--- src/design/hazardPkg.sv ---
package hazardPkg;

	////////////////////////////////////////////////////////////////////
	// Instruction word, R and I views over the same 32 bits
	////////////////////////////////////////////////////////////////////
	typedef union packed {
		struct packed {
			logic [5:0] op;
			logic [4:0] rs;
			logic [4:0] rt;
			logic [4:0] rd;
			logic [4:0] shamt;
			logic [5:0] funct;
		} r;
		struct packed {
			logic [5:0]  op;
			logic [4:0]  rs;
			logic [4:0]  rt; // REGIMM selector lives here
			logic [15:0] imm;
		} i;
	} instrWord_t;

	////////////////////////////////////////////////////////////////////
	// Instruction classes
	////////////////////////////////////////////////////////////////////
	localparam logic [3:0] CLS_NONE   = 4'd0;
	localparam logic [3:0] CLS_ALUR   = 4'd1;
	localparam logic [3:0] CLS_ALUI   = 4'd2;
	localparam logic [3:0] CLS_LOAD   = 4'd3;
	localparam logic [3:0] CLS_STORE  = 4'd4;
	localparam logic [3:0] CLS_BR1    = 4'd5;  // bgez bgtz blez bltz
	localparam logic [3:0] CLS_BR2    = 4'd6;  // beq bne
	localparam logic [3:0] CLS_LUI    = 4'd7;
	localparam logic [3:0] CLS_JAL    = 4'd8;
	localparam logic [3:0] CLS_JR     = 4'd9;
	localparam logic [3:0] CLS_J      = 4'd10;
	localparam logic [3:0] CLS_JALR   = 4'd11;
	localparam logic [3:0] CLS_MTMD   = 4'd12; // mthi mtlo
	localparam logic [3:0] CLS_MULDIV = 4'd13;
	localparam logic [3:0] CLS_MFMD   = 4'd14; // mfhi mflo

	// Primary opcodes
	localparam logic [5:0] OP_SPECIAL = 6'b000000;
	localparam logic [5:0] OP_REGIMM  = 6'b000001;
	localparam logic [5:0] OP_J       = 6'b000010;
	localparam logic [5:0] OP_JAL     = 6'b000011;
	localparam logic [5:0] OP_BEQ     = 6'b000100;
	localparam logic [5:0] OP_BNE     = 6'b000101;
	localparam logic [5:0] OP_BLEZ    = 6'b000110;
	localparam logic [5:0] OP_BGTZ    = 6'b000111;
	localparam logic [5:0] OP_ADDI    = 6'b001000;
	localparam logic [5:0] OP_ADDIU   = 6'b001001;
	localparam logic [5:0] OP_SLTI    = 6'b001010;
	localparam logic [5:0] OP_SLTIU   = 6'b001011;
	localparam logic [5:0] OP_ANDI    = 6'b001100;
	localparam logic [5:0] OP_ORI     = 6'b001101;
	localparam logic [5:0] OP_XORI    = 6'b001110;
	localparam logic [5:0] OP_LUI     = 6'b001111;
	localparam logic [5:0] OP_LB      = 6'b100000;
	localparam logic [5:0] OP_LH      = 6'b100001;
	localparam logic [5:0] OP_LW      = 6'b100011;
	localparam logic [5:0] OP_LBU     = 6'b100100;
	localparam logic [5:0] OP_LHU     = 6'b100101;
	localparam logic [5:0] OP_SB      = 6'b101000;
	localparam logic [5:0] OP_SH      = 6'b101001;
	localparam logic [5:0] OP_SW      = 6'b101011;

	// REGIMM rt selectors
	localparam logic [4:0] RT_BLTZ = 5'b00000;
	localparam logic [4:0] RT_BGEZ = 5'b00001;

	// SPECIAL funct codes
	localparam logic [5:0] FN_SLL   = 6'b000000;
	localparam logic [5:0] FN_SRL   = 6'b000010;
	localparam logic [5:0] FN_SRA   = 6'b000011;
	localparam logic [5:0] FN_SLLV  = 6'b000100;
	localparam logic [5:0] FN_SRLV  = 6'b000110;
	localparam logic [5:0] FN_SRAV  = 6'b000111;
	localparam logic [5:0] FN_JR    = 6'b001000;
	localparam logic [5:0] FN_JALR  = 6'b001001;
	localparam logic [5:0] FN_MFHI  = 6'b010000;
	localparam logic [5:0] FN_MTHI  = 6'b010001;
	localparam logic [5:0] FN_MFLO  = 6'b010010;
	localparam logic [5:0] FN_MTLO  = 6'b010011;
	localparam logic [5:0] FN_MULT  = 6'b011000;
	localparam logic [5:0] FN_MULTU = 6'b011001;
	localparam logic [5:0] FN_DIV   = 6'b011010;
	localparam logic [5:0] FN_DIVU  = 6'b011011;
	localparam logic [5:0] FN_ADD   = 6'b100000;
	localparam logic [5:0] FN_ADDU  = 6'b100001;
	localparam logic [5:0] FN_SUB   = 6'b100010;
	localparam logic [5:0] FN_SUBU  = 6'b100011;
	localparam logic [5:0] FN_AND   = 6'b100100;
	localparam logic [5:0] FN_OR    = 6'b100101;
	localparam logic [5:0] FN_XOR   = 6'b100110;
	localparam logic [5:0] FN_NOR   = 6'b100111;
	localparam logic [5:0] FN_SLT   = 6'b101010;
	localparam logic [5:0] FN_SLTU  = 6'b101011;

	////////////////////////////////////////////////////////////////////
	// Timing figures, stages counted from D
	////////////////////////////////////////////////////////////////////
	localparam logic [2:0] TUSE_D    = 3'd0; // Branch/jump compare in D
	localparam logic [2:0] TUSE_E    = 3'd1; // ALU operand
	localparam logic [2:0] TUSE_M    = 3'd2; // Store data
	localparam logic [2:0] TUSE_NONE = 3'd7; // Operand not read

	localparam logic [2:0] TNEW_NONE = 3'd0; // No register write
	localparam logic [2:0] TNEW_LINK = 3'd1; // lui, jal, jalr
	localparam logic [2:0] TNEW_ALU  = 3'd2; // ALU and mfhi/mflo
	localparam logic [2:0] TNEW_LOAD = 3'd3;

	// Forwarding source select
	localparam logic [1:0] FWD_RF = 2'd0;
	localparam logic [1:0] FWD_E  = 2'd1;
	localparam logic [1:0] FWD_M  = 2'd2;
	localparam logic [1:0] FWD_W  = 2'd3;

	localparam logic [4:0] REG_RA = 5'd31; // Link register

endpackage

--- src/design/atIf.sv ---
`timescale 1ns/1ps

// Register needs and result timing of the instruction sitting in D
interface atIf;
	logic [4:0] raddr0; // rs side
	logic [4:0] raddr1; // rt side
	logic [4:0] waddr;  // 0 when nothing is written
	logic [2:0] tuse0;
	logic [2:0] tuse1;
	logic [2:0] tnew;

	modport producer (
		output raddr0,
		output raddr1,
		output waddr,
		output tuse0,
		output tuse1,
		output tnew
	);

	modport consumer (
		input raddr0,
		input raddr1,
		input waddr,
		input tuse0,
		input tuse1,
		input tnew
	);
endinterface

--- src/design/instrDecode.sv ---
`timescale 1ns/1ps

module instrDecode (
	input  hazardPkg::instrWord_t instr,
	output logic [3:0]            cls
);
	import hazardPkg::*;

	always_comb
	begin
		cls = CLS_NONE; // Unknown opcodes fall through here
		if (instr == '0)
		begin
			cls = CLS_NONE; // nop, sll $0,$0,0
		end
		else
		begin
			case (instr.r.op)
				OP_SPECIAL:
					case (instr.r.funct)
						FN_ADDU, FN_SUBU, FN_ADD, FN_SUB,
						FN_AND, FN_OR, FN_XOR, FN_NOR,
						FN_SLL, FN_SRL, FN_SRA,
						FN_SLLV, FN_SRLV, FN_SRAV,
						FN_SLT, FN_SLTU:
							cls = CLS_ALUR;
						FN_JR:   cls = CLS_JR;
						FN_JALR: cls = CLS_JALR;
						FN_MTHI, FN_MTLO:
							cls = CLS_MTMD;
						FN_MULT, FN_MULTU, FN_DIV, FN_DIVU:
							cls = CLS_MULDIV;
						FN_MFHI, FN_MFLO:
							cls = CLS_MFMD;
						default: cls = CLS_NONE;
					endcase
				OP_REGIMM:
					// Only the two plain compares, no link variants
					case (instr.i.rt)
						RT_BLTZ, RT_BGEZ: cls = CLS_BR1;
						default:          cls = CLS_NONE;
					endcase
				OP_ADDI, OP_ADDIU, OP_SLTI, OP_SLTIU,
				OP_ANDI, OP_ORI, OP_XORI:
					cls = CLS_ALUI;
				OP_LB, OP_LH, OP_LW, OP_LBU, OP_LHU:
					cls = CLS_LOAD;
				OP_SB, OP_SH, OP_SW:
					cls = CLS_STORE;
				OP_BLEZ, OP_BGTZ: cls = CLS_BR1; // rt field ignored
				OP_BEQ, OP_BNE:   cls = CLS_BR2;
				OP_LUI:           cls = CLS_LUI;
				OP_JAL:           cls = CLS_JAL;
				OP_J:             cls = CLS_J;
				default:          cls = CLS_NONE;
			endcase
		end
	end

endmodule

--- src/design/atCalc.sv ---
`timescale 1ns/1ps

module atCalc (
	input  logic [3:0]            cls,
	input  hazardPkg::instrWord_t instr,
	atIf.producer                 at
);
	import hazardPkg::*;

	////////////////////////////////////////////////////////////////////
	// Per-class table of operands, destination and timing
	////////////////////////////////////////////////////////////////////
	always_comb
	begin
		// Defaults describe an instruction touching no register
		at.raddr0 = 5'd0;
		at.raddr1 = 5'd0;
		at.waddr  = 5'd0;
		at.tuse0  = TUSE_NONE;
		at.tuse1  = TUSE_NONE;
		at.tnew   = TNEW_NONE;
		case (cls)
			CLS_ALUR:
			begin
				at.raddr0 = instr.r.rs;
				at.raddr1 = instr.r.rt;
				at.waddr  = instr.r.rd;
				at.tuse0  = TUSE_E;
				at.tuse1  = TUSE_E;
				at.tnew   = TNEW_ALU; // Result leaves E
			end
			CLS_ALUI, CLS_LOAD:
			begin
				at.raddr0 = instr.r.rs; // Base or ALU operand
				at.waddr  = instr.r.rt;
				at.tuse0  = TUSE_E;
				at.tnew   = (cls == CLS_LOAD) ? TNEW_LOAD : TNEW_ALU;
			end
			CLS_STORE:
			begin
				at.raddr0 = instr.r.rs;
				at.raddr1 = instr.r.rt;
				at.tuse0  = TUSE_E; // Address calc
				at.tuse1  = TUSE_M; // Data only needed in M
			end
			CLS_BR1, CLS_JR:
			begin
				at.raddr0 = instr.r.rs;
				at.tuse0  = TUSE_D; // Resolved in D
			end
			CLS_BR2:
			begin
				at.raddr0 = instr.r.rs;
				at.raddr1 = instr.r.rt;
				at.tuse0  = TUSE_D;
				at.tuse1  = TUSE_D;
			end
			CLS_LUI:
			begin
				at.waddr = instr.r.rt;
				at.tnew  = TNEW_LINK; // Value ready from the immediate
			end
			CLS_JAL:
			begin
				at.waddr = REG_RA;
				at.tnew  = TNEW_LINK; // PC+8 known in D
			end
			CLS_JALR:
			begin
				at.raddr0 = instr.r.rs;
				at.waddr  = instr.r.rd;
				at.tuse0  = TUSE_D;
				at.tnew   = TNEW_LINK;
			end
			CLS_MTMD:
			begin
				at.raddr0 = instr.r.rs;
				at.tuse0  = TUSE_E;
			end
			CLS_MULDIV:
			begin
				at.raddr0 = instr.r.rs;
				at.raddr1 = instr.r.rt;
				at.tuse0  = TUSE_E; // Both operands enter the unit in E
				at.tuse1  = TUSE_E;
			end
			CLS_MFMD:
			begin
				at.waddr = instr.r.rd;
				at.tnew  = TNEW_ALU; // HI/LO read in E
			end
			default:
			begin
				at.tnew = TNEW_NONE; // CLS_NONE and j keep the defaults
			end
		endcase
	end

endmodule

--- src/design/atPipe.sv ---
`timescale 1ns/1ps

module atPipe (
	input  logic       clk,
	input  logic       rst,
	input  logic       stall,
	atIf.consumer      at,
	output logic [4:0] eWaddr,
	output logic [2:0] eTnew,
	output logic [4:0] mWaddr,
	output logic [2:0] mTnew,
	output logic [4:0] wWaddr
);
	import hazardPkg::*;

	// One stage closer to the result, never below zero
	function automatic logic [2:0] decTnew(input logic [2:0] t);
		logic [2:0] res;
		if (t == TNEW_NONE)
			res = TNEW_NONE;
		else
			res = t - 3'd1;
		return res;
	endfunction

	////////////////////////////////////////////////////////////////////
	// E stage, takes a bubble while D is held
	////////////////////////////////////////////////////////////////////
	always_ff @(posedge clk)
	begin
		if (rst)
		begin
			eWaddr <= 5'd0;
			eTnew  <= TNEW_NONE;
		end
		else if (stall)
		begin
			eWaddr <= 5'd0; // Bubble writes nothing
			eTnew  <= TNEW_NONE;
		end
		else
		begin
			eWaddr <= at.waddr;
			eTnew  <= decTnew(at.tnew);
		end
	end

	////////////////////////////////////////////////////////////////////
	// M and W stages, never held
	////////////////////////////////////////////////////////////////////
	always_ff @(posedge clk)
	begin
		if (rst)
		begin
			mWaddr <= 5'd0;
			mTnew  <= TNEW_NONE;
			wWaddr <= 5'd0;
		end
		else
		begin
			mWaddr <= eWaddr;
			mTnew  <= decTnew(eTnew);
			wWaddr <= mWaddr; // Tnew is always 0 by W
		end
	end

endmodule

--- src/design/stallCtrl.sv ---
`timescale 1ns/1ps

module stallCtrl (
	atIf.consumer      at,
	input  logic [4:0] eWaddr,
	input  logic [2:0] eTnew,
	input  logic [4:0] mWaddr,
	input  logic [2:0] mTnew,
	input  logic [4:0] wWaddr,
	output logic       stall,
	output logic [1:0] fwdRs,
	output logic [1:0] fwdRt
);
	import hazardPkg::*;

	logic stallRs;
	logic stallRt;

	// Producer in E or M not ready before this operand is consumed
	// Tuse of 7 exceeds any Tnew, so unused operands drop out here
	function automatic logic needStall(
		input logic [4:0] raddr,
		input logic [2:0] tuse,
		input logic [4:0] eAddr,
		input logic [2:0] eT,
		input logic [4:0] mAddr,
		input logic [2:0] mT
	);
		logic hitE;
		logic hitM;
		hitE = (raddr == eAddr) && (tuse < eT);
		hitM = (raddr == mAddr) && (tuse < mT);
		return (raddr != 5'd0) && (hitE || hitM);
	endfunction

	// Nearest in-flight writer wins
	function automatic logic [1:0] fwdSel(
		input logic [4:0] raddr,
		input logic [4:0] eAddr,
		input logic [4:0] mAddr,
		input logic [4:0] wAddr
	);
		logic [1:0] sel;
		if (raddr == 5'd0)
			sel = FWD_RF; // $0 is never forwarded
		else if (raddr == eAddr)
			sel = FWD_E;
		else if (raddr == mAddr)
			sel = FWD_M;
		else if (raddr == wAddr)
			sel = FWD_W;
		else
			sel = FWD_RF;
		return sel;
	endfunction

	always_comb
	begin
		stallRs = needStall(at.raddr0, at.tuse0, eWaddr, eTnew, mWaddr, mTnew);
		stallRt = needStall(at.raddr1, at.tuse1, eWaddr, eTnew, mWaddr, mTnew);
		fwdRs   = fwdSel(at.raddr0, eWaddr, mWaddr, wWaddr);
		fwdRt   = fwdSel(at.raddr1, eWaddr, mWaddr, wWaddr);
	end

	assign stall = stallRs | stallRt; // Either operand holds D

endmodule

--- src/design/hazardUnit.sv ---
`timescale 1ns/1ps

module hazardUnit (
	input  logic        clk,
	input  logic        rst,
	input  logic [31:0] instr, // D-stage word, held while stall is high
	output logic        stall,
	output logic [1:0]  fwdRs,
	output logic [1:0]  fwdRt
);
	import hazardPkg::*;

	instrWord_t instrW;
	logic [3:0] cls;
	logic [4:0] eWaddr;
	logic [2:0] eTnew;
	logic [4:0] mWaddr;
	logic [2:0] mTnew;
	logic [4:0] wWaddr;

	atIf dAt (); // Needs of the D instruction

	assign instrW = instr;

	////////////////////////////////////////////////////////////////////
	// D stage decode
	////////////////////////////////////////////////////////////////////
	instrDecode i_instrDecode (
		.instr (instrW),
		.cls   (cls)
	);

	atCalc i_atCalc (
		.cls   (cls),
		.instr (instrW),
		.at    (dAt.producer)
	);

	////////////////////////////////////////////////////////////////////
	// In-flight producers and compare
	////////////////////////////////////////////////////////////////////
	atPipe i_atPipe (
		.clk    (clk),
		.rst    (rst),
		.stall  (stall), // Bubble into E
		.at     (dAt.consumer),
		.eWaddr (eWaddr),
		.eTnew  (eTnew),
		.mWaddr (mWaddr),
		.mTnew  (mTnew),
		.wWaddr (wWaddr)
	);

	stallCtrl i_stallCtrl (
		.at     (dAt.consumer),
		.eWaddr (eWaddr),
		.eTnew  (eTnew),
		.mWaddr (mWaddr),
		.mTnew  (mTnew),
		.wWaddr (wWaddr),
		.stall  (stall),
		.fwdRs  (fwdRs),
		.fwdRt  (fwdRt)
	);

endmodule

--- config.mk ---
export PLATFORM = sky130hd
export DESIGN_NAME = hazardUnit
export DESIGN_NICKNAME = d
export VERILOG_FILES = /design/src/design/hazardPkg.sv /design/src/design/atIf.sv /design/src/design/instrDecode.sv /design/src/design/atCalc.sv /design/src/design/atPipe.sv /design/src/design/stallCtrl.sv /design/src/design/hazardUnit.sv
export SDC_FILE = /design/constraint.sdc
export NUM_CORES = 1
export LEC_CHECK = 0
export ABC_CLOCK_PERIOD_IN_PS = 5110
export BUFFER_PORTS_ARGS = -buffer_cell sky130_fd_sc_hd__buf_2
export CAP_MARGIN = 30
export CORE_MARGIN = 2
export CORE_UTILIZATION = 25
export DETAILED_ROUTE_END_ITERATION = 10
export GPL_TIMING_DRIVEN = 0
export MAX_ROUTING_LAYER = met4
export REMOVE_ABC_BUFFERS = 1
export SYNTH_ARGS = -nofsm -noshare
export SYNTH_HDL_FRONTEND = slang
export SYNTH_HIERARCHICAL = 1
export SYNTH_SLANG_ARGS = --single-unit
--- constraint.sdc ---
create_clock -name clk -period 5.11 [get_ports clk]
set_input_delay 1.022 -clock clk [delete_from_list [all_inputs] [get_ports clk]]
set_output_delay 1.022 -clock clk [all_outputs]
set_load 0.005 [all_outputs]
Word-level counts from Yosys, hierarchy flattened --
Memory sizes are Yosys's and may differ from the RTL's. Index checks and enable logic that the tools add are counted.
Storage, ports and cells: register bits after elaboration 21, bits in read-only memories 256, input port bits 34, output and inout bits 5, logic and storage cells 110, memories kept 1
Memories:
- (no name shown) | depth 64, width 4, rd ports 1, clocked after Yosys merged registers in 0, wr ports 0, line instrDecode.sv:20 | case (instr.r.funct)
Cells by class: $add $sub $neg 2, $lt $le $gt $ge 4, equal/unequal tests 43, mux-type cells 18, bitwise logic cells 1, reduce and logical (&&, ||, !) cells 36
Operator list (number):
- $eq 6x4->1 const B | 8
- $eq 6x6->1 const B | 8
- $pmux 4 s10 | 1
- $logic_not 32->1 | 1
- $eq 5x5->1 | 6
- $eq 4x4->1 const B | 6
- $eq 6x3->1 const B | 4
- $pmux 3 s3 | 2
- $eq 4x3->1 const B | 4
- $mux 2 | 8
- $reduce_or 2->1 | 8
- $logic_not 5->1 | 3
- $pmux 5 s3 | 1
- $reduce_or 3->1 | 5
- $eq 6x2->1 const B | 2
- $lt 3x3->1 | 4
- $mux 5 | 2
- $reduce_bool 5->1 | 2
- $reduce_or 10->1 | 1
- $eq 4x2->1 const B | 2
- $reduce_or 4->1 | 2
- $reduce_or 7->1 | 1
- $eq 6x1->1 const B | 1
- $logic_and 1x1->1 | 6
- other kinds (13) | 16

Logic depth before layout (Yosys ltp) --
Gate-level depths: netlist of the first run.
word-level depth 14, gate-level depth with buffers 17, mapped depth without buffers 13

Hierarchy --
The synthesis of the first run kept the hierarchy.
Modules (own cells, without submodules):
- atPipe | times used 1, cells each 55, area each 737.0 µm², seq. area each 420.4 µm²
- stallCtrl | times used 1, cells each 83, area each 611.8 µm², seq. area each 0.0 µm²
- atCalc | times used 1, cells each 70, area each 494.2 µm², seq. area each 0.0 µm²
- instrDecode | times used 1, cells each 56, area each 366.6 µm², seq. area each 0.0 µm²

Least setup slack after synthesis of the first run --
Ideal clock, no wire load.
kind in2out, start point input port instr[29], end point output port stall, arrival time 3.806 ns, data required time 4.088 ns, path slack 0.282 ns, stages on the path 13, buffers on the path 1, cell sequence buf_2 > nor4_4 > nor2b_1 > nand4_1 > a31oi_1 > nor4b_2 > a211oi_4 > nor2b_1 > xor2_1 > nor3_1 > nand3_1 > o2bb2a_1 > o22ai_2
Between the ends: cells in the longest elaborated chain, start to end 12, elaborated cells on any way between the ends 70, those cells by class 4 x order compare; 37 x eq/ne; 6 x mux; 1 x bitwise; 22 x reduce/logical
RTL lines:
- from (decl) | line hazardUnit.sv:6 | input logic [31:0] instr,
- $eq 6x4->1, or another cell as far along | line instrDecode.sv:18 | case (instr.r.op)
- $reduce_or 7->1, or another cell as far along | line instrDecode.sv:18
- $pmux 4 s10 | line instrDecode.sv:18
- $mux 4 * | line instrDecode.sv:12 | if (instr == '0)
- net cls[0] | line hazardUnit.sv:14 | logic [3:0] cls;
- $eq 4x4->1 / $eq 4x1->1 (equally long branches) | line atCalc.sv:22 | case (cls)
- $reduce_or 2->1 (no source line)
- $pmux 3 s3 * | line atCalc.sv:22
- net dAt.tuse1[2] | line atIf.sv:9 | logic [2:0] tuse1;
- $lt 3x3->1 (on tied branches) | line stallCtrl.sv:31, stallCtrl.sv:32
- $logic_and 1x1->1 (on tied branches) | line stallCtrl.sv:31, stallCtrl.sv:32
- $logic_or 1x1->1 * | line stallCtrl.sv:33 | return (raddr != 5'd0) && (hitE || hitM);
- $logic_and 1x1->1 * | line stallCtrl.sv:33
- $or 1x1->1 * | line stallCtrl.sv:65 | assign stall = stallRs | stallRt;
- to (decl) | line hazardUnit.sv:7 | output logic stall,
Mark *: on every way through the listed nets, which the timed path passes. The rest lies on a longest branch.

Final worst setup path of the first run --
start point input port instr[26], end point output port stall
The elaborated chain is that of the path after synthesis.

==> results of run 1 <==
cells in the final DEF, fill, tap and decap left out, drive strengths merged, types with 2 or more instances in the layout:
cell type	n
a21oi	19
a221oi	5
ha	12
and2	3
clkbuf	5
a211oi	2
nor2b	24
nor2	7
a22oi	11
or2b	2
or4	3
nand3	6
nand2	8
o22ai	2
inv	18
xnor2	11
xor2	19
nand4	4
nor3b	8
dfxtp	21
a31oi	3
a21boi	5
and2b	6
buf	72
nor3	10
o31ai	2
nand2b	4
nor4	12
o21ai	6
what timing repair did:
item,CTS,global route
setup buffers,15,20
pin swaps,13,17
gates resized for setup,46,25
gates cloned,0,0
setup endpoints to repair,13,4
report_power, final:
part	internal [mW]	total, mW	switching (mW)
registers	0.179	0.190	0.0107
logic	0.189	0.389	0.200
clock network	0.0544	0.111	0.0563
area by class of cell:
| type | count | area (um2) | area share |
|---|---|---|---|
| sequential | 21 | 420 | 0.135 |
| tap | 108 | 135 | 0.0434 |
| timing repair buffer | 74 | 534 | 0.172 |
| clock inverter | 1 | 5.00 | 0.00161 |
| inverter | 18 | 67.6 | 0.0217 |
| clock buffer | 3 | 41.3 | 0.0133 |
| multi-input combinational | 211 | 1910 | 0.613 |
metal layers:
layer | part of all wire | wire length, um | vias to the layer above | global-route usage
met5 | 0 | 0 | - | -
met4 | 0.020 | 127 | 0 | 0.0502
met3 | 0.030 | 187 | 10 | 0.0107
met2 | 0.51 | 3250 | 47 | 0.214
met1 | 0.44 | 2750 | 1041 | 0.163
li1 | - | - | 1085 | -
synthesized netlist by cell type, types with 2 or more instances:
| cell | number |
|---|---|
| buf_4 | 3 |
| xor2_1 | 19 |
| dfxtp_1 | 21 |
| o22ai_2 | 2 |
| or4_1 | 3 |
| inv_2 | 2 |
| nor3_1 | 8 |
| buf_2 | 6 |
| xnor2_1 | 11 |
| nor4_1 | 8 |
| o21ai_0 | 6 |
| nor2b_1 | 24 |
| nor4_4 | 4 |
| nor3_2 | 2 |
| nor3b_2 | 5 |
| a22oi_1 | 11 |
| nand2b_1 | 4 |
| nand3_1 | 6 |
| and2b_1 | 6 |
| nor3b_1 | 3 |
| a221oi_1 | 4 |
| a21boi_1 | 5 |
| a31oi_1 | 3 |
| a21oi_1 | 19 |
| ha_1 | 12 |
| and2_1 | 3 |
| o31ai_1 | 2 |
| inv_1 | 16 |
| buf_6 | 4 |
| or2b_1 | 2 |
| nand2_1 | 8 |
| nor2_1 | 7 |
| nand4_1 | 4 |
kinds of logic after synthesis:
group | synth area share
flops | 0.190
fa+ha+maj | 0.0679
xor+xnor | 0.119
compound gates | 0.219
simple gates | 0.321
buf+inv | 0.0764
other cells | 0.00170
mux | 0.00453
state kept, by name, indices dropped and copies added, names as in the netlist:
signal	count
i_atPipe/mWaddr	5
i_atPipe/mTnew	3
i_atPipe/eTnew	3
i_atPipe/wWaddr	5
i_atPipe/eWaddr	5
per-stage QoR:
| step | utilization | setup WS, ns | instances | power [mW] |
|---|---|---|---|---|
| 6_report | 0.360 | 0.0294 | 436 | 0.690 |
| 5_1_grt | 0.360 | -0.0860 | 436 | 0.734 |
| 4_1_cts | 0.329 | 0.00204 | 416 | 0.638 |
| 3_5_place_dp | 0.283 | -1.41 | 397 | 0.471 |
| 3_3_place_gp | 0.282 | -1.84 | 396 | 0.461 |
| 2_1_floorplan | - | -0.555 | 250 | 0.385 |
final timing paths:
path / startpoint / endpoint / slack, ns / depth (start not counted)
worst min register to register: i_atPipe/eTnew[0] / i_atPipe/mTnew[0] / 0.50 / 1
worst max-delay path: instr[26] / stall / 0.03 / 15
worst max register to register: i_atPipe/eTnew[1] / i_atPipe/eTnew[2] / 3.14 / 8
worst min-delay path: i_atPipe/eTnew[0] / i_atPipe/mTnew[0] / 0.50 / 1
==> summary.txt, run 1 <==
Status
  • Outcome: complete, no violations

Timing
  • Fin Clk Skew: 0.00331 ns
  • Fin. max-slew vios: 0
  • Crit share post-route: 0.994
  • Setup total negative slack: 0 ns
  • Final setup vio count: 0
  • Unrepaired setup endpoints after global routing: true
  • Worst-Margin Slew: 0.565 ns
  • Peak Freq: 197 MHz
  • Worst Hold Slack: 0.503 ns
  • Final min period: 5.08 ns
  • Fin. Hold Viols: 0
  • Max transition margin: 0.623

GRT
  • Vias in the first global route: 2,075
  • Gr usage total: 0.129
  • Initial antenna violation count: 0
  • Total congestion overflow: 0
  • First-pass GRT wire length: 9980 um
  • Pin count of the biggest net entering global routing: 22

Final layout
  • Area Growth Syn to Fin: 40.8%
  • Final #Nets: 375
  • Diode count: 0
  • Layout cell share with drive strength beyond 1: 0.405
  • Post-route cell area: 0.00311 mm2
  • Number of filler cells placed in the layout: 872

Yosys
  • Yosys cell types: 54
  • Asr flop ratio synth: 0
  • Post-Synthesis Cell Area: 0.00221 mm2
  • Share of the synthesized area in the top cell type: 0.190
  • Largest area contributor in the netlist: dfxtp_1
  • EDFF count, synth: 0
  • Mapped Cells: 264
  • Syn avg cell area: 8.37 um2
  • Synth top area cells: dfxtp_1, xor2_1, ha_1, nor2b_1, xnor2_1
  • #FFs+latches synth: 21
  • Post-synthesis sequential area ratio: 0.190
  • Top FF cell, synth: dfxtp_1
  • Yosys warns: 6

Drt
  • Final WL: 6320 um
  • Via-to-Cell Ratio: 5.01
  • Drt pass-1 iters: 4
  • Via count: 2,183
  • DRC: 0
  • DR iter-0 viols: 96
  • Wire length per cell: 14.5 um
  • Antenna-violating nets left: 0

Critical path
  • CP dominant cell by count: o22ai_4
  • Startpoint types: primary input
  • Cell family with most CP delay: compound AO/OA/AOI/OAI gates
  • CP Max Fanout: 8
  • CP endpoint kind: output port
  • CP Class: in2out
  • Worst Path Arrival: 4.06 ns
  • Cell at the slowest stage of the critical path: or4_1
  • Crit-path cells: clkbuf_4 -> inv_2 -> or4_1 -> o211a_1 -> o22ai_4 -> nor2b_4 -> a211oi_4 -> buf_6 -> buf_4 -> ha_1 -> a21oi_2 -> o21ai_1 -> o2bb2a_4 -> o22ai_4 -> buf_2
  • Critical path data required time: 4.09 ns
  • CP Buf/Inv Count: 5
  • CP peak stage delay: 0.52 ns

Floorplanning
  • Core area: 0.00864 mm2
  • I/O pin cnt: 39
  • Initial core utilization: 0.256
  • Die X: 98.0 um
  • Site row count: 34
  • Die H: 98.0 um
  • Die ar.: 0.00961 mm2

Place
  • IO buf count: 38
  • Detailed placement HPWL: 4460 um
  • Placer Congestion: 0.839
  • Area post-placement: 0.00244 mm2

CTS
  • H-tree levels: 1
  • CTS root buffer: clkbuf_8
  • TritonCTS clock tree: built
  • CTS Hold Bufs: 0
  • TritonCTS Sinks: 21
  • Clock-pin slew on the worst setup and hold paths: 0.08 ns
  • Clk buf depth: 2
  • Num CTS Buffers: 3
  • Skew-Pair Late Insertion Delay: 0.26 ns

Power
  • Static leakage: 1.30 nW
  • Power per cell area: 222 mW/mm2
  • Largest vdd supply drop: 81.5 uV

Job
  • Max-cap check violation count: 0

Hold path
  • HP Class: reg2reg
(Power assumes the default switching activity.)
==> inputs of run 2 (changes only) <==
--- a/config.mk
+++ b/config.mk
@@ -5,6 +5,7 @@
 export SDC_FILE = /design/constraint.sdc
 export NUM_CORES = 1
 export LEC_CHECK = 0
+export ABC_AREA = 1
 export ABC_CLOCK_PERIOD_IN_PS = 5110
 export BUFFER_PORTS_ARGS = -buffer_cell sky130_fd_sc_hd__buf_2
 export CAP_MARGIN = 30
@@ -16,5 +17,4 @@
 export REMOVE_ABC_BUFFERS = 1
 export SYNTH_ARGS = -nofsm -noshare
 export SYNTH_HDL_FRONTEND = slang
-export SYNTH_HIERARCHICAL = 1
 export SYNTH_SLANG_ARGS = --single-unit
==> run 2 against run 1 <==
  * Sequential power is 6% lower
  * Power fell by 27%
  * Core utilization fell by 6.4 points
  * Via count increased by 7.7%
  * Synthesized cell count up 41%
  * Clock skew about the same
  * Count of clock-buffer cells in the layout stayed put
  * Worst setup slack improved by 0.36 ns
  * Cell count rose by 19%
  * Global-route usage grew 0.32 points
  * Worst hold slack got worse by 0.052 ns
  * Largest power group unchanged
==> summary.txt, run 2 <==
Status
  • Outcome: complete, no violations

Power
  • Pint: 301 uW
  • Power per cell area: 194 mW/mm2
  • Static leakage: 1.29 nW
  • Sw Share: 0.400
  • Comb pwr share: 0.405
  • Seq pwr share: 0.354
  • Largest vdd supply drop: 93.2 uV
  • Psw: 201 uW
  • Power Total: 502 uW
  • Power share of the clock group: 0.241

Drt
  • Via-to-Cell Ratio: 4.54
  • DRC: 0
  • Final WL: 6030 um
  • Drt pass-1 iters: 4
  • Via count: 2,350
  • DR iter-0 viols: 74
  • Wire length per cell: 11.6 um
  • Antenna-violating nets left: 0

Hold path
  • Hold path cells: 1
  • Hold EP: i_atPipe.mTnew[0]
  • Hold Startpoint: i_atPipe.eTnew[0]
  • HP Class: reg2reg

Yosys
  • Post-Synthesis Cell Area: 0.00224 mm2
  • Synth cell count leaders: nand2_1, nor2_1, inv_1
  • Yosys warns: 0
  • Most instantiated library cell after synthesis: nand2_1
  • Top FF cell, synth: dfxtp_1
  • EDFF count, synth: 0
  • Synth top area cells: dfxtp_1, nand2_1, nor2_1, inv_1, nand3_1
  • Syn avg cell area: 6.04 um2
  • Mapped Cells: 371
  • Post-synthesis sequential area ratio: 0.188
  • Asr flop ratio synth: 0
  • Share of the synthesized area in the top cell type: 0.188
  • Yosys cell types: 34
  • Largest area contributor in the netlist: dfxtp_1
  • #FFs+latches synth: 21

Timing
  • Crit share post-route: 0.924
  • Unrepaired setup endpoints after global routing: false
  • Worst-Margin Slew: 0.774 ns
  • Setup total negative slack: 0 ns
  • Fin Clk Skew: 0.00284 ns
  • Final setup vio count: 0
  • Peak Freq: 212 MHz
  • Final min period: 4.72 ns
  • Max transition margin: 0.480
  • Fin. max-slew vios: 0
  • Fin. Hold Viols: 0

Critical path
  • R2R depth: 10
  • Reg-to-Reg End: i_atPipe.eWaddr[0]
  • CP Max Fanout: 20
  • Worst R2R Setup Slack: 3.54 ns
  • CP endpoint kind: output port
  • Worst Path Arrival: 3.70 ns
  • Critical path data required time: 4.09 ns
  • RR Startpoint: i_atPipe.eTnew[2]
  • CP Class: in2out
  • Startpoint types: primary input

GRT
  • Vias in the first global route: 2,254
  • Initial antenna violation count: 0
  • Pin count of the biggest net entering global routing: 21
  • Gr usage total: 0.132
  • First-pass GRT wire length: 10,500 um
  • Total congestion overflow: 0

Floorplanning
  • Die ar.: 0.00974 mm2
  • Die X: 98.7 um
  • Site row count: 34
  • I/O pin cnt: 39
  • Initial core utilization: 0.257
  • Die H: 98.7 um
  • Core area: 0.00872 mm2

CTS
  • CTS root buffer: clkbuf_8
  • TritonCTS Sinks: 21
  • Postcts setup bufs: 0
  • TritonCTS clock tree: built
  • CTS Hold Bufs: 0
  • H-tree levels: 1
  • Cells resized by post-CTS repair: 0
  • Num CTS Buffers: 3
  • Skew-Pair Late Insertion Delay: 0.27 ns
  • Clk buf depth: 2
  • Clock-pin slew on the worst setup and hold paths: 0.09 ns

Job
  • Max-cap check violation count: 0

Place
  • IO buf count: 38
  • Detailed placement HPWL: 5060 um
  • Placer Congestion: 0.937

Final layout
  • Area Growth Syn to Fin: 15.1%
  • Final #Nets: 452
  • Largest registers: i_atPipe.eWaddr (5), i_atPipe.mWaddr (5), i_atPipe.wWaddr (5)
  • Most common cell after layout, fill and taps aside: nand2_1
  • Number of filler cells placed in the layout: 987
  • Layout cell share with drive strength beyond 1: 0.266
  • Diode count: 0
  • Commonest cells after routing, fill and taps aside: nand2_1, nor2_1, inv_1
## run 2: cell count changes in the layout (fill, tap and decap cells not counted), sizes merged, moves of 12 or more
cell / delta
buf: -34
inv: +42
nor2b: -24
nand3: +31
nor2: +78
nand2: +96
nor4: -12
a21oi: -13
## run 2: worst max-delay path by stage
stage             to       from
2_1_floorplan  stall  instr[31]
3_3_place_gp   stall  instr[27]
3_5_place_dp   stall  instr[27]
4_1_cts        stall  instr[27]
5_1_grt        stall  instr[31]
6_report       stall  instr[27]
## run 2: worst max-delay path: stages
cell	delay, ns
buf_2	0.14
nor2_1	0.24
inv_2	0.07
nor2_4	0.17
nand3_2	0.10
nand2_2	0.08
nand3_2	0.09
nand2_2	0.09
nor2_2	0.06
nor2_4	0.13
nand3_2	0.44
nand2_2	0.26
nand2_1	0.07
nand2_1	0.07
nand3_1	0.11
nor2_2	0.13
nand2_1	0.06
nand2_1	0.07
nand2_2	0.09
nand2_1	0.09
buf_2	0.11
## run 2: logic make-up after synthesis
group                    Yosys count  share of synthesized area
adder cells (fa/ha/maj)            7                     0.0391
buffers and inverters             64                      0.118
AO/OA/AOI/OAI                     24                     0.0681
flip-flops                        21                      0.188
AND/OR/NAND/NOR                  242                      0.539
XOR/XNOR                          12                     0.0469
other                              1                    0.00167
## run 2: layer usage
layer | share of wire | global-route usage | up-vias
li1 | - | - | 1230
met1 | 0.49 | 0.184 | 1066
met2 | 0.46 | 0.212 | 50
met3 | 0.045 | 0.0170 | 4
met4 | 0.0048 | 0.0158 | 0
met5 | 0 | - | -
## run 2: power by group through the flow
stage	clock, mW	combinational, mW	sequential (mW)
2_1_floorplan	0	0.139	0.180
3_3_place_gp	0	0.199	0.182
3_5_place_dp	0	0.202	0.182
4_1_cts	0.123	0.204	0.178
5_1_grt	0.131	0.230	0.179
6_report	0.121	0.203	0.178
## run 2: per-stage QoR
| stage | hold WS, ns | setup WS [ns] | area (um2) | cells | utilization |
|---|---|---|---|---|---|
| global route | 0.479 | 0.148 | 2580 | 518 | 0.296 |
| CTS | 0.464 | 0.395 | 2580 | 518 | 0.296 |
| global placement | 0.438 | 0.409 | 2530 | 514 | 0.290 |
| floorplan | 0.413 | 1.11 | 2210 | 368 | - |
| detailed placement | 0.448 | 0.404 | 2530 | 514 | 0.290 |
| finish | 0.452 | 0.391 | 2580 | 518 | 0.296 |
## run 2: layout make-up
cell class	count	area, um2	area share
multi-input combinational	286	1560	0.603
sequential	21	420	0.163
timing repair buffer	38	190	0.0737
clock buffer	3	41.3	0.0160
tap	108	135	0.0524
clock inverter	1	7.51	0.00291
inverter	61	229	0.0887
==> inputs of run 3 (changes only) <==
--- a/config.mk
+++ b/config.mk
@@ -7,12 +7,13 @@
 export LEC_CHECK = 0
 export ABC_AREA = 1
 export ABC_CLOCK_PERIOD_IN_PS = 5110
-export BUFFER_PORTS_ARGS = -buffer_cell sky130_fd_sc_hd__buf_2
 export CAP_MARGIN = 30
 export CORE_MARGIN = 2
 export CORE_UTILIZATION = 25
 export DETAILED_ROUTE_END_ITERATION = 10
+export DONT_BUFFER_PORTS = 1
 export GPL_TIMING_DRIVEN = 0
+export HOLD_SLACK_MARGIN = 0.15
 export MAX_ROUTING_LAYER = met4
 export REMOVE_ABC_BUFFERS = 1
 export SYNTH_ARGS = -nofsm -noshare
==> run 3 against run 2 <==
  * Sequential power about the same
  * Power is 8.0% lower
  * Core utilization down 2.2 points
  * Clock skew is 0.0021 ns higher
  * Critical path type unchanged
  * Combinational power shrank 15%
  * Global-route usage is essentially flat
  * Count of clock-buffer cells in the layout did not move
  * Critical endpoint unchanged
  * Sequential share of layout area up 1.3 points
  * Register-to-register slack about the same
  * Cell count decreased by 7.3%
==> summary.txt, run 3 (synthesis results as in run 2) <==
Hold path
  • HP Class: reg2reg

CTS
  • Clk buf depth: 2
  • CTS Hold Bufs: 0
  • Cells resized by post-CTS repair: 0
  • Num CTS Buffers: 3
  • Postcts setup bufs: 0
  • Skew-Pair Late Insertion Delay: 0.26 ns
  • CTS root buffer: clkbuf_8
  • H-tree levels: 1
  • TritonCTS Sinks: 21
  • Clock-pin slew on the worst setup and hold paths: 0.08 ns
  • TritonCTS clock tree: built

Place
  • Placer Congestion: 0.912
  • Area post-placement: 0.00234 mm2
  • IO buf count: 0
  • Detailed placement HPWL: 5120 um

Timing
  • Crit share post-route: 0.884
  • Peak Freq: 221 MHz
  • Final min period: 4.52 ns
  • Final setup vio count: 0
  • Worst-Margin Slew: 0.745 ns
  • Fin. max-slew vios: 0
  • Fin. Hold Viols: 0
  • Max transition margin: 0.499
  • Fin Clk Skew: 0.00498 ns
  • Setup total negative slack: 0 ns
  • Unrepaired setup endpoints after global routing: false

Drt
  • Met3 wire len: 451 um
  • Drt pass-1 iters: 4
  • Final WL: 6010 um
  • WL met2: 2760 um
  • DRC: 0
  • Uppermost layer routed: met4
  • DR iter-0 viols: 83
  • Antenna-violating nets left: 0
  • Via-to-Cell Ratio: 4.62
  • Wire length per cell: 12.5 um
  • Post-Route M1 WL: 2790 um
  • Via count: 2,218

Critical path
  • Cell at the slowest stage of the critical path: nand3_2
  • Startpoint types: primary input
  • CP peak stage delay: 0.45 ns
  • CP dominant cell by count: nand2_1
  • CP endpoint kind: output port
  • Critical path data required time: 4.09 ns
  • CP Max Fanout: 20
  • CP Buf/Inv Count: 0
  • CP Class: in2out
  • Cell family with most CP delay: simple AND/OR/NAND/NOR gates
  • Crit-path cells: nor2_4 -> nand2_4 -> nor2_4 -> nand3_2 -> nand2_2 -> nand3_2 -> nand2_2 -> nor2_2 -> nor2_4 -> nand3_2 -> nand2_2 -> nand2_1 -> nand2_1 -> nand3_1 -> nor2_2 -> nand2_1 -> nand2_1 -> nand2_2 -> nand2_1
  • Worst Path Arrival: 3.50 ns

Final layout
  • Commonest cells after routing, fill and taps aside: nand2_1, nor2_1, inv_1
  • Diode count: 0
  • Final #Nets: 414
  • Layout cell share with drive strength beyond 1: 0.191
  • Post-route cell area: 0.00239 mm2
  • Area Growth Syn to Fin: 6.53%
  • Most common cell after layout, fill and taps aside: nand2_1
  • Number of filler cells placed in the layout: 994
  • Largest registers: i_atPipe.eWaddr (5), i_atPipe.mWaddr (5), i_atPipe.wWaddr (5)

Floorplanning
  • Initial core utilization: 0.257
  • I/O pin cnt: 39
  • Site row count: 34
  • Die H: 98.7 um
  • Core area: 0.00872 mm2
  • Die ar.: 0.00974 mm2
  • Die X: 98.7 um

Status
  • Outcome: complete, no violations

Power
  • Static leakage: 1.14 nW
  • Power per cell area: 193 mW/mm2
  • Sw Share: 0.378
  • Psw: 175 uW
  • Power share of the clock group: 0.243
  • Comb pwr share: 0.372
  • Largest vdd supply drop: 106 uV
  • Seq pwr share: 0.385
  • Pint: 287 uW

GRT
  • First-pass GRT wire length: 10,400 um
  • Total congestion overflow: 0
  • Initial antenna violation count: 0
  • Vias in the first global route: 2,200
  • Gr usage total: 0.133
  • Pin count of the biggest net entering global routing: 21

Job
  • Max-cap check violation count: 0
[run 3: final cells by class]
| cell class | count | area, um2 | share of cell area |
|---|---|---|---|
| clock inverter | 1 | 5.00 | 0.00210 |
| sequential | 21 | 420 | 0.176 |
| clock buffer | 3 | 41.3 | 0.0173 |
| tap | 108 | 135 | 0.0566 |
| multi-input combinational | 286 | 1560 | 0.652 |
| inverter | 61 | 229 | 0.0959 |
[run 3: worst paths after layout]
check	startpoint	end	slack [ns]	cells past startpoint
worst max-delay path	instr[31]	stall	0.59	19
worst min-delay path	i_atPipe.eTnew[0]	i_atPipe.mTnew[0]	0.44	1
worst max register to register	i_atPipe.eTnew[2]	i_atPipe.eWaddr[0]	3.53	10
worst min register to register	i_atPipe.eTnew[0]	i_atPipe.mTnew[0]	0.44	1
[run 3: power by group through the flow]
stage | sequential (mW) | combinational (mW) | clock (mW)
3_3_place_gp | 0.181 | 0.169 | 0
5_1_grt | 0.179 | 0.200 | 0.121
3_5_place_dp | 0.182 | 0.172 | 0
6_report | 0.178 | 0.172 | 0.112
2_1_floorplan | 0.180 | 0.139 | 0
4_1_cts | 0.178 | 0.173 | 0.115
[run 3: per-layer routing]
metal / vias up / global-route usage
met1: 1001 / 0.178
met5: - / -
met2: 53 / 0.210
met3: 2 / 0.0355
li1: 1162 / -
met4: 0 / 0.00948
[run 3: through the flow]
step           setup WS, ns  power [mW]  std cells  hold WS, ns  utilization
2_1_floorplan          1.11       0.319        368        0.413            -
3_3_place_gp          0.633       0.350        476        0.435        0.268
3_5_place_dp          0.599       0.354        476        0.433        0.268
4_1_cts               0.584       0.466        480        0.445        0.274
5_1_grt               0.279       0.500        480        0.472        0.274
6_report              0.590       0.462        480        0.443        0.274
